<file path="src/pulse_pkg.sv">
`default_nettype none

package pulse_pkg;

  // PC link
  localparam int XB_SIZE     = 32;
  localparam int MSG_WORDS   = 3;
  localparam int PC_MSG_SIZE = MSG_WORDS * XB_SIZE;

  // ZMW grid
  localparam int N_ZMW          = 16;
  localparam int ZMW_ADDR_SIZE  = 4;
  localparam int PULSES_PER_ZMW = 3;

  localparam int FRAME_SIZE = 24;  // frame numbers
  localparam int CLOCK_SIZE = 24;  // clocks per frame
  localparam int DT_SIZE    = 16;  // pulse duration in frames

  // header fields, common to all messages
  localparam int MSG_TYPE_BIT = 0;  // 0 control, 1 pulse
  localparam int START_BIT    = 6;  // control only: 1 START, 0 STOP

  // START message
  localparam int N_FRAME_BIT         = 8;
  localparam int CLOCK_PER_FRAME_BIT = 32;

  // pulse message
  localparam int PULSE_ZMW_BIT       = 8;
  localparam int PULSE_T1_BIT        = 32;
  localparam int PULSE_DT_BIT        = 56;
  localparam int PULSE_DYE_BIT       = 72;
  localparam int PULSE_INTENSITY_BIT = 74;

  typedef struct packed {
    logic [FRAME_SIZE-1:0] end_frame;  // lit while frame_num < end_frame
    logic [1:0]            dye;
    logic [1:0]            intensity;
  } pulse_t;

  typedef pulse_t [PULSES_PER_ZMW-1:0] zmw_rec_t;

  typedef struct packed {
    logic [ZMW_ADDR_SIZE-1:0] zmw;
    pulse_t                   pulse;
  } pulse_msg_t;

  typedef enum logic [1:0] {STOPPED, CLEAR, FRAME, WAIT} pacer_state_t;

endpackage

`default_nettype wire

</file>
<file path="src/sweep_if.sv">
`timescale 1ns/1ps
`default_nettype none

// one sweep command per cycle, pacer to banks and updater
interface sweep_if;
  import pulse_pkg::*;

  logic                     sweep_valid;  // one cycle per zmw
  logic [ZMW_ADDR_SIZE-1:0] sweep_zmw;    // also the bank read address
  logic                     src_bank;     // bank read during this sweep
  logic                     clear;        // zero-fill sweep, nothing emitted

  modport master (
    output sweep_valid, sweep_zmw, src_bank, clear
  );

  modport slave (
    input sweep_valid, sweep_zmw, src_bank, clear
  );

endinterface

`default_nettype wire

</file>
<file path="src/pulse_fifo.sv">
`timescale 1ns/1ps
`default_nettype none

module pulse_fifo #(
  parameter int DEPTH = 4
) (
  input  wire                       CLK,
  input  wire                       RESET,
  input  wire                       push,
  input  wire pulse_pkg::pulse_msg_t push_data,
  input  wire                       pop,
  output pulse_pkg::pulse_msg_t     head,
  output logic                      empty,
  output logic                      full
);
  import pulse_pkg::*;

  pulse_msg_t                   mem [DEPTH];
  logic [$clog2(DEPTH)-1:0]     rd_ptr, wr_ptr;
  logic [$clog2(DEPTH+1)-1:0]   count;
  logic                         do_push, do_pop;

  assign do_push = push && !full;
  assign do_pop  = pop && !empty;

  assign head  = mem[rd_ptr];  // fall-through, head valid while !empty
  assign empty = count == '0;
  assign full  = count == ($clog2(DEPTH+1))'(DEPTH);

  always_ff @(posedge CLK) begin
    if (RESET) begin
      rd_ptr <= '0;
      wr_ptr <= '0;
      count  <= '0;
    end else begin
      if (do_push)
        wr_ptr <= (wr_ptr == ($clog2(DEPTH))'(DEPTH - 1)) ? '0 : wr_ptr + 1'b1;
      if (do_pop)
        rd_ptr <= (rd_ptr == ($clog2(DEPTH))'(DEPTH - 1)) ? '0 : rd_ptr + 1'b1;
      if (do_push && !do_pop)
        count <= count + 1'b1;
      else if (do_pop && !do_push)
        count <= count - 1'b1;
    end
  end

  always_ff @(posedge CLK) begin
    if (do_push) mem[wr_ptr] <= push_data;
  end

endmodule

`default_nettype wire

</file>
<file path="src/msg_assembler.sv">
`timescale 1ns/1ps
`default_nettype none

module msg_assembler (
  input  wire                                 CLK,
  input  wire                                 RESET,
  input  wire                                 pc_msg_valid,
  input  wire [pulse_pkg::XB_SIZE-1:0]        pc_msg,
  input  wire                                 fifo_full,
  output logic                                pc_msg_ack,
  output logic                                start_cmd,
  output logic                                stop_cmd,
  output logic [pulse_pkg::FRAME_SIZE-1:0]    n_frame,
  output logic [pulse_pkg::CLOCK_SIZE-1:0]    clocks_per_frame,
  output logic                                push,
  output pulse_pkg::pulse_msg_t               push_data
);
  import pulse_pkg::*;

  typedef enum logic [1:0] {WORD0, WORD1, WORD2} word_t;

  word_t                                word_cnt;
  logic [(MSG_WORDS-1)*XB_SIZE-1:0]     cache;      // first two words
  logic [PC_MSG_SIZE-1:0]               next_msg, whole_msg;
  logic                                 msg_valid;  // whole_msg is fresh
  logic                                 accept, is_pulse;

  assign pc_msg_ack = pc_msg_valid && !fifo_full;
  assign accept     = pc_msg_ack;
  assign next_msg   = {pc_msg, cache};  // last word on top

  always_ff @(posedge CLK) begin
    if (RESET) begin
      word_cnt  <= WORD0;
      msg_valid <= 1'b0;
    end else begin
      msg_valid <= accept && (word_cnt == WORD2);
      if (accept)
        word_cnt <= (word_cnt == WORD2) ? WORD0 : word_t'(word_cnt + 1'b1);
    end
  end

  always_ff @(posedge CLK) begin
    if (accept) begin
      case (word_cnt)
        WORD0: cache[0 +: XB_SIZE]       <= pc_msg;
        WORD1: cache[XB_SIZE +: XB_SIZE] <= pc_msg;
        default: begin
          whole_msg <= next_msg;
          // run parameters held until the next START
          if (!next_msg[MSG_TYPE_BIT] && next_msg[START_BIT]) begin
            n_frame          <= next_msg[N_FRAME_BIT +: FRAME_SIZE];
            clocks_per_frame <= next_msg[CLOCK_PER_FRAME_BIT +: CLOCK_SIZE];
          end
        end
      endcase
    end
  end

  // decode
  assign is_pulse  = whole_msg[MSG_TYPE_BIT];
  assign start_cmd = msg_valid && !is_pulse && whole_msg[START_BIT];
  assign stop_cmd  = msg_valid && !is_pulse && !whole_msg[START_BIT];
  assign push      = msg_valid && is_pulse;

  assign push_data.zmw             = whole_msg[PULSE_ZMW_BIT +: ZMW_ADDR_SIZE];
  assign push_data.pulse.end_frame = whole_msg[PULSE_T1_BIT +: FRAME_SIZE]
                                   + FRAME_SIZE'(whole_msg[PULSE_DT_BIT +: DT_SIZE]);
  assign push_data.pulse.dye       = whole_msg[PULSE_DYE_BIT +: 2];
  assign push_data.pulse.intensity = whole_msg[PULSE_INTENSITY_BIT +: 2];

endmodule

`default_nettype wire

</file>
<file path="src/frame_timer.sv">
`timescale 1ns/1ps
`default_nettype none

module frame_timer (
  input  wire                              CLK,
  input  wire                              RESET,
  input  wire                              load,
  input  wire                              stop,
  input  wire [pulse_pkg::CLOCK_SIZE-1:0]  clocks_per_frame,
  output logic                             frame_start,
  output logic [pulse_pkg::FRAME_SIZE-1:0] frame_num
);
  import pulse_pkg::*;

  logic [CLOCK_SIZE-1:0] period;
  logic [CLOCK_SIZE-1:0] clk_cnt;  // position within the frame
  logic                  running;

  assign frame_start = running && (clk_cnt == '0);

  always_ff @(posedge CLK) begin
    if (load) period <= clocks_per_frame;
  end

  always_ff @(posedge CLK) begin
    if (RESET) begin
      running   <= 1'b0;
      clk_cnt   <= '0;
      frame_num <= '0;
    end else if (load) begin
      running   <= 1'b1;  // first frame_start next cycle
      clk_cnt   <= '0;
      frame_num <= '0;
    end else if (stop) begin
      running <= 1'b0;
    end else if (running) begin
      clk_cnt <= (clk_cnt == period - 1'b1) ? '0 : clk_cnt + 1'b1;
      if (frame_start)
        frame_num <= frame_num + 1'b1;  // first frame is 1
    end
  end

endmodule

`default_nettype wire

</file>
<file path="src/pacer_fsm.sv">
`timescale 1ns/1ps
`default_nettype none

module pacer_fsm (
  input  wire                              CLK,
  input  wire                              RESET,
  input  wire                              start_cmd,
  input  wire                              stop_cmd,
  input  wire [pulse_pkg::FRAME_SIZE-1:0]  n_frame,
  input  wire                              frame_start,
  input  wire [pulse_pkg::FRAME_SIZE-1:0]  frame_num,
  output logic                             timer_load,
  output logic                             timer_stop,
  output pulse_pkg::pacer_state_t          state,
  sweep_if.master                          sweep
);
  import pulse_pkg::*;

  logic [ZMW_ADDR_SIZE-1:0] addr;        // sweep address
  logic                     src_bank;
  logic                     stop_pend;   // STOP seen, act at end of sweep
  logic [FRAME_SIZE-1:0]    last_frame;  // n_frame of this run
  logic                     last_zmw, run_done, to_stopped;

  assign sweep.sweep_valid = (state == CLEAR) || (state == FRAME);
  assign sweep.sweep_zmw   = addr;
  assign sweep.src_bank    = src_bank;
  assign sweep.clear       = state == CLEAR;

  assign last_zmw = addr == ZMW_ADDR_SIZE'(N_ZMW - 1);
  assign run_done = stop_pend || stop_cmd;

  always_comb begin
    to_stopped = 1'b0;
    case (state)
      CLEAR:   to_stopped = last_zmw && (run_done || last_frame == '0);
      FRAME:   to_stopped = last_zmw && (run_done || frame_num == last_frame);
      WAIT:    to_stopped = stop_cmd;  // no sweep in progress
      default: to_stopped = 1'b0;
    endcase
  end

  // timer starts as the clear sweep ends, first frame_start lands in WAIT
  assign timer_load = (state == CLEAR) && last_zmw && !to_stopped;
  assign timer_stop = to_stopped;

  always_ff @(posedge CLK) begin
    if (state == STOPPED && start_cmd) last_frame <= n_frame;
  end

  always_ff @(posedge CLK) begin
    if (RESET) begin
      state     <= STOPPED;
      addr      <= '0;
      src_bank  <= 1'b0;
      stop_pend <= 1'b0;
    end else begin
      if (stop_cmd && state != STOPPED) stop_pend <= 1'b1;
      case (state)
        STOPPED:
          if (start_cmd) begin
            state     <= CLEAR;
            addr      <= '0;
            src_bank  <= 1'b1;  // clear writes bank 0, first frame reads it
            stop_pend <= 1'b0;
          end
        CLEAR, FRAME: begin
          addr <= addr + 1'b1;
          if (last_zmw) state <= to_stopped ? STOPPED : WAIT;
        end
        WAIT:
          if (to_stopped) begin
            state <= STOPPED;
          end else if (frame_start) begin
            state    <= FRAME;
            src_bank <= ~src_bank;  // ping-pong
            addr     <= '0;
          end
        default: state <= STOPPED;
      endcase
    end
  end

endmodule

`default_nettype wire

</file>
<file path="src/zmw_bank.sv">
`timescale 1ns/1ps
`default_nettype none

module zmw_bank (
  input  wire                                 CLK,
  input  wire [pulse_pkg::ZMW_ADDR_SIZE-1:0]  rd_addr,
  input  wire                                 wr_en,
  input  wire [pulse_pkg::ZMW_ADDR_SIZE-1:0]  wr_addr,
  input  wire pulse_pkg::zmw_rec_t            wr_data,
  output pulse_pkg::zmw_rec_t                 rd_data
);
  import pulse_pkg::*;

  zmw_rec_t mem [N_ZMW];  // one record per zmw

  always_ff @(posedge CLK) begin
    rd_data <= mem[rd_addr];  // one cycle read latency
    if (wr_en) mem[wr_addr] <= wr_data;
  end

endmodule

`default_nettype wire

</file>
<file path="src/slot_updater.sv">
`timescale 1ns/1ps
`default_nettype none

module slot_updater (
  input  wire                                     CLK,
  input  wire                                     RESET,
  sweep_if.slave                                  sweep,
  input  wire pulse_pkg::zmw_rec_t                rd_data0,
  input  wire pulse_pkg::zmw_rec_t                rd_data1,
  input  wire [pulse_pkg::FRAME_SIZE-1:0]         frame_num,
  input  wire pulse_pkg::pulse_msg_t              head,
  input  wire                                     empty,
  output logic                                    pop,
  output logic                                    wr_en0,
  output logic                                    wr_en1,
  output logic [pulse_pkg::ZMW_ADDR_SIZE-1:0]     wr_addr,
  output pulse_pkg::zmw_rec_t                     wr_data,
  output logic                                    emit_valid,
  output logic [pulse_pkg::ZMW_ADDR_SIZE-1:0]     emit_zmw,
  output logic [pulse_pkg::PULSES_PER_ZMW-1:0]    emit_active
);
  import pulse_pkg::*;

  // stage 1, lined up with the bank read data
  logic                      s1_valid, s1_src, s1_clear;
  logic [ZMW_ADDR_SIZE-1:0]  s1_zmw;
  zmw_rec_t                  rec, new_rec;
  logic [PULSES_PER_ZMW-1:0] expired, active;
  logic                      hit, taken;

  always_ff @(posedge CLK) begin
    if (RESET) s1_valid <= 1'b0;
    else       s1_valid <= sweep.sweep_valid;
  end

  always_ff @(posedge CLK) begin
    s1_zmw   <= sweep.sweep_zmw;
    s1_src   <= sweep.src_bank;
    s1_clear <= sweep.clear;
  end

  always_comb begin
    rec = s1_clear ? '0 : (s1_src ? rd_data1 : rd_data0);
    for (int i = 0; i < PULSES_PER_ZMW; i++)
      expired[i] = rec[i].end_frame <= frame_num;
  end

  // queued pulse only goes in when it is for this zmw and there is room
  assign hit = s1_valid && !s1_clear && !empty && (head.zmw == s1_zmw) && |expired;
  assign pop = hit;

  always_comb begin
    new_rec = rec;
    taken   = 1'b0;
    for (int i = 0; i < PULSES_PER_ZMW; i++) begin
      if (hit && expired[i] && !taken) begin
        new_rec[i] = head.pulse;  // lowest expired slot
        taken      = 1'b1;
      end
    end
    for (int i = 0; i < PULSES_PER_ZMW; i++)
      active[i] = new_rec[i].end_frame > frame_num;
  end

  // stage 2, write the other bank and emit together
  always_ff @(posedge CLK) begin
    if (RESET) begin
      wr_en0     <= 1'b0;
      wr_en1     <= 1'b0;
      emit_valid <= 1'b0;
    end else begin
      wr_en0     <= s1_valid && s1_src;
      wr_en1     <= s1_valid && !s1_src;
      emit_valid <= s1_valid && !s1_clear;
    end
  end

  always_ff @(posedge CLK) begin
    wr_addr     <= s1_zmw;
    wr_data     <= new_rec;
    emit_zmw    <= s1_zmw;
    emit_active <= active;
  end

endmodule

`default_nettype wire

</file>
<file path="src/pulse_sim_top.sv">
`timescale 1ns/1ps
`default_nettype none

module pulse_sim_top (
  input  wire                                  CLK,
  input  wire                                  RESET,
  input  wire                                  pc_msg_valid,
  input  wire [pulse_pkg::XB_SIZE-1:0]         pc_msg,
  output logic                                 pc_msg_ack,
  output logic                                 app_running,
  output logic                                 emit_valid,
  output logic [pulse_pkg::ZMW_ADDR_SIZE-1:0]  emit_zmw,
  output logic [pulse_pkg::PULSES_PER_ZMW-1:0] emit_active
);
  import pulse_pkg::*;

  logic                     start_cmd, stop_cmd;
  logic [FRAME_SIZE-1:0]    n_frame, frame_num;
  logic [CLOCK_SIZE-1:0]    clocks_per_frame;
  logic                     push, pop, empty, full;
  pulse_msg_t               push_data, head;
  logic                     frame_start, timer_load, timer_stop;
  pacer_state_t             state;
  zmw_rec_t                 rd_data0, rd_data1, wr_data;
  logic                     wr_en0, wr_en1;
  logic [ZMW_ADDR_SIZE-1:0] wr_addr;

  sweep_if sweep_i ();

  assign app_running = (state == FRAME) || (state == WAIT);

  msg_assembler msg_assembler_i (
    .CLK, .RESET, .pc_msg_valid, .pc_msg, .fifo_full(full), .pc_msg_ack,
    .start_cmd, .stop_cmd, .n_frame, .clocks_per_frame, .push, .push_data
  );

  pulse_fifo #(.DEPTH(4)) pulse_fifo_i (
    .CLK, .RESET, .push, .push_data, .pop, .head, .empty, .full
  );

  frame_timer frame_timer_i (
    .CLK, .RESET, .load(timer_load), .stop(timer_stop), .clocks_per_frame,
    .frame_start, .frame_num
  );

  pacer_fsm pacer_fsm_i (
    .CLK, .RESET, .start_cmd, .stop_cmd, .n_frame, .frame_start, .frame_num,
    .timer_load, .timer_stop, .state, .sweep(sweep_i.master)
  );

  zmw_bank bank0_i (
    .CLK, .rd_addr(sweep_i.sweep_zmw), .wr_en(wr_en0), .wr_addr, .wr_data,
    .rd_data(rd_data0)
  );

  zmw_bank bank1_i (
    .CLK, .rd_addr(sweep_i.sweep_zmw), .wr_en(wr_en1), .wr_addr, .wr_data,
    .rd_data(rd_data1)
  );

  slot_updater slot_updater_i (
    .CLK, .RESET, .sweep(sweep_i.slave), .rd_data0, .rd_data1, .frame_num,
    .head, .empty, .pop, .wr_en0, .wr_en1, .wr_addr, .wr_data,
    .emit_valid, .emit_zmw, .emit_active
  );

endmodule

`default_nettype wire

</file>
<file path="config.mk">
export PLATFORM = sky130hd
export DESIGN_NAME = pulse_sim_top
export DESIGN_NICKNAME = d
export VERILOG_FILES = /design/src/pulse_pkg.sv /design/src/sweep_if.sv /design/src/pulse_fifo.sv /design/src/msg_assembler.sv /design/src/frame_timer.sv /design/src/pacer_fsm.sv /design/src/zmw_bank.sv /design/src/slot_updater.sv /design/src/pulse_sim_top.sv
export SDC_FILE = /design/constraint.sdc
export NUM_CORES = 2
export LEC_CHECK = 0
export BUFFER_PORTS_ARGS = -buffer_cell sky130_fd_sc_hd__buf_2
export CAP_MARGIN = 20
export CORE_ASPECT_RATIO = 0.5
export CORE_MARGIN = 2
export CORE_UTILIZATION = 46
export DETAILED_ROUTE_END_ITERATION = 6
export PLACE_DENSITY = 0.72
export SLEW_MARGIN = 20
export SYNTH_ARGS = -nofsm -noshare
export SYNTH_HDL_FRONTEND = slang
export SYNTH_HIERARCHICAL = 1
export SYNTH_SLANG_ARGS = --single-unit
</file>
<file path="constraint.sdc">
create_clock -name CLK -period 9.4 [get_ports CLK]
set_input_delay 1.88 -clock CLK [delete_from_list [all_inputs] [get_ports CLK]]
set_output_delay 1.88 -clock CLK [all_outputs]
set_load 0.03 [all_outputs]
</file>
==> results.ini <==
[clocking]
htreeDepth=5
clkTransAtPathRegs_ps=60
clockBufferDepth=4
post_cts_buffers=0
cts_hold_buf=0
cts_tree=yes
cts_made_buffers=266
clk-insertion-delay-late_ps=860
cts_resized=0
clock-sinks=2918
cts-root-buf=clkbuf_16

[power]
switchingPower_uw=9170
combPwrFrac_pct=15.2
pwr-share-clk_pct=31.8
power_frac_seq_pct=53.0
p_per_area_nw_per_um2=269
intPower_uw=24500
vdd_drop_max_mv=0.176
swShare_pct=27.2
p_leak_uw=0.0393
power_uw=33700

[yosys]
synthesis.nets=5782
yosysWarnings=6
syn_avg_cell_area_um2=20.2
syn-cell-area_um2=112000
synthCells=5570

[worst_setup_path]
critPathMaxStageDelay_ps=1110
start_kind=flop
worst_path_max_delay_cell=dfxtp_4
path_cells=buf_4, mux2i_1, nor2_1, ha_1, nand4_1, nor4_2, a21boi_1, o31ai_1, a22o_2, nor3b_4, buf_4, mux2_2, ha_1, a21o_1, a21o_1, a211oi_1, nor3b_1, a21oi_1
cp_num_buf_inv=2
crit_family=simple AND/OR/NAND/NOR gates
critPathRequiredTime_ps=10120
worstPathArrival_ps=7030
critPathCaptureType=flop
cp_max_fo=53
worstSetupPathType=flop to flop

[route]
drc_errors=0
drt_iter0_drc=8851
wire_per_inst_um=32.2
dr.pass1.iters=5
routed_wl_mm=295
vias=57400
ant_nets=0
avgViaCountPerCell=6.25

[cells_and_area]
fin_nets=5933
drive_gt1_share_pct=23.8
synthToLayoutAreaGrowth_pct=11.4
design_area_um2=125000

[sta]
slew_headroom_pct=20.7
setup_viol=0
fin_skew_ps=58.1
final_max_slew_viol_count=0
max_freq_ghz=0.159
fin_crit_ps=6310
rsz0062_at_grt=no
setup_tns_ps=0
hold_viol=0
setup_ws_ps=3090
tightest_slew_ps=1190
period_share_pct=67.1
holdWs_ps=384

[floorplanning]
rows=128
die_area_um2=249000
core_area_um2=243000
ios=45
die_w_um=703
initial_core_util_pct=46.2
die_y_um=354

[worst_hold_path]
worst_hold_path_type=flop to flop

[place]
dp_hpwl_mm=173
place_area_um2=117000
port_buffers=44
gp_congestion=0.924
dp_slack_ps=3210

[status]
status=finished, final reports clean

[global_route]
grt_use_total_pct=23.5
grt_pass1_vias=57200
grt_pass1_wl_mm=419
grt_overflow=0
antenna_found_initial=21
grt_max_degree=130

[job]
maxCapViolCount=0

-- layout by cell type (no fill, tap or decap), drive strengths merged, types with 22 or more instances in the layout --
cell type	n
a21o	25
nor2	194
inv	69
xor2	60
mux2	73
buf	170
a22oi	292
mux2i	83
edfxtp	2616
clkbuf	354
dfxtp	302
nand3	46
nor4	32
nand4	59
a21oi	72
o21ai	44
nand2	213
nor3	64
xnor2	58
clkinv	95
mux4	604
ha	175
and3	22
-- state kept, by name (all words and copies together) (netlist names), 3 cells and up, named ones only --
signal,count
frame_timer_i/period,24
frame_timer_i/clk_cnt,24
pacer_fsm_i/sweep.sweep_zmw,4
slot_updater_i/wr_data,72
msg_assembler_i/whole_msg,46
msg_assembler_i/cache,58
pulse_fifo_i/mem,112
slot_updater_i/s1_zmw,4
msg_assembler_i/n_frame,24
slot_updater_i/emit_active,3
frame_timer_i/frame_num,24
pulse_fifo_i/count,3
pacer_fsm_i/last_frame,24
bank1_i/mem,1152
slot_updater_i/emit_zmw,4
bank0_i/rd_data,72
msg_assembler_i/clocks_per_frame,24
bank0_i/mem,1152
bank1_i/rd_data,72
-- power groups by stage --
stage / Sequential [uW] / Clock [uW] / Combinational [uW]
CTS: 17800 / 10800 / 5080
finish: 17900 / 10700 / 5110
global placement: 17900 / 0 / 4920
floorplan: 17100 / 0 / 4020
detailed placement: 18100 / 0 / 5040
global route: 18000 / 11300 / 5510
-- layer usage --
metal / GRT usage (%) / share of wire (%) / up-vias / wire length, um
met5: 0 / 0.033 / - / 97
met4: 6.15 / 2.7 / 14 / 7950
met3: 5.91 / 12 / 516 / 36200
met2: 36.0 / 46 / 3463 / 135000
met1: 34.0 / 39 / 30300 / 116000
li1: - / - / 23100 / -
-- area by class of cell --
| type | count | area (um2) |
|---|---|---|
| diodes | 7 | 17.5 |
| clock buffers | 354 | 7410 |
| clock inverters | 122 | 1090 |
| fillers | 18600 | 118000 |
| inverters | 62 | 238 |
| multi-input cells | 2303 | 26500 |
| flip-flops and latches | 2918 | 84700 |
| well taps | 3250 | 4070 |
| repair buffers | 170 | 1270 |
-- path summary, 6_finish.rpt --
path | start | endpoint | slack [ps] | cells past startpoint
min | slot_updater_i/s1_zmw[0]$_DFF_P_ | slot_updater_i/emit_zmw[0]$_DFF_P_ | 380 | 0
max reg2reg | slot_updater_i/s1_src$_DFF_P_ | slot_updater_i/emit_active[1]$_DFF_P_ | 3090 | 18
max | slot_updater_i/s1_src$_DFF_P_ | slot_updater_i/emit_active[1]$_DFF_P_ | 3090 | 18
min reg2reg | slot_updater_i/s1_zmw[0]$_DFF_P_ | slot_updater_i/emit_zmw[0]$_DFF_P_ | 380 | 0
-- per-stage QoR --
step                utilization, %  cells
floorplan                        -   5570
global placement              47.9   8697
detailed placement            47.9   8698
CTS                           51.4   9174
global route                  51.5   9179
finish                        51.5   9186
Note: power is estimated with default switching activity, not from simulation.
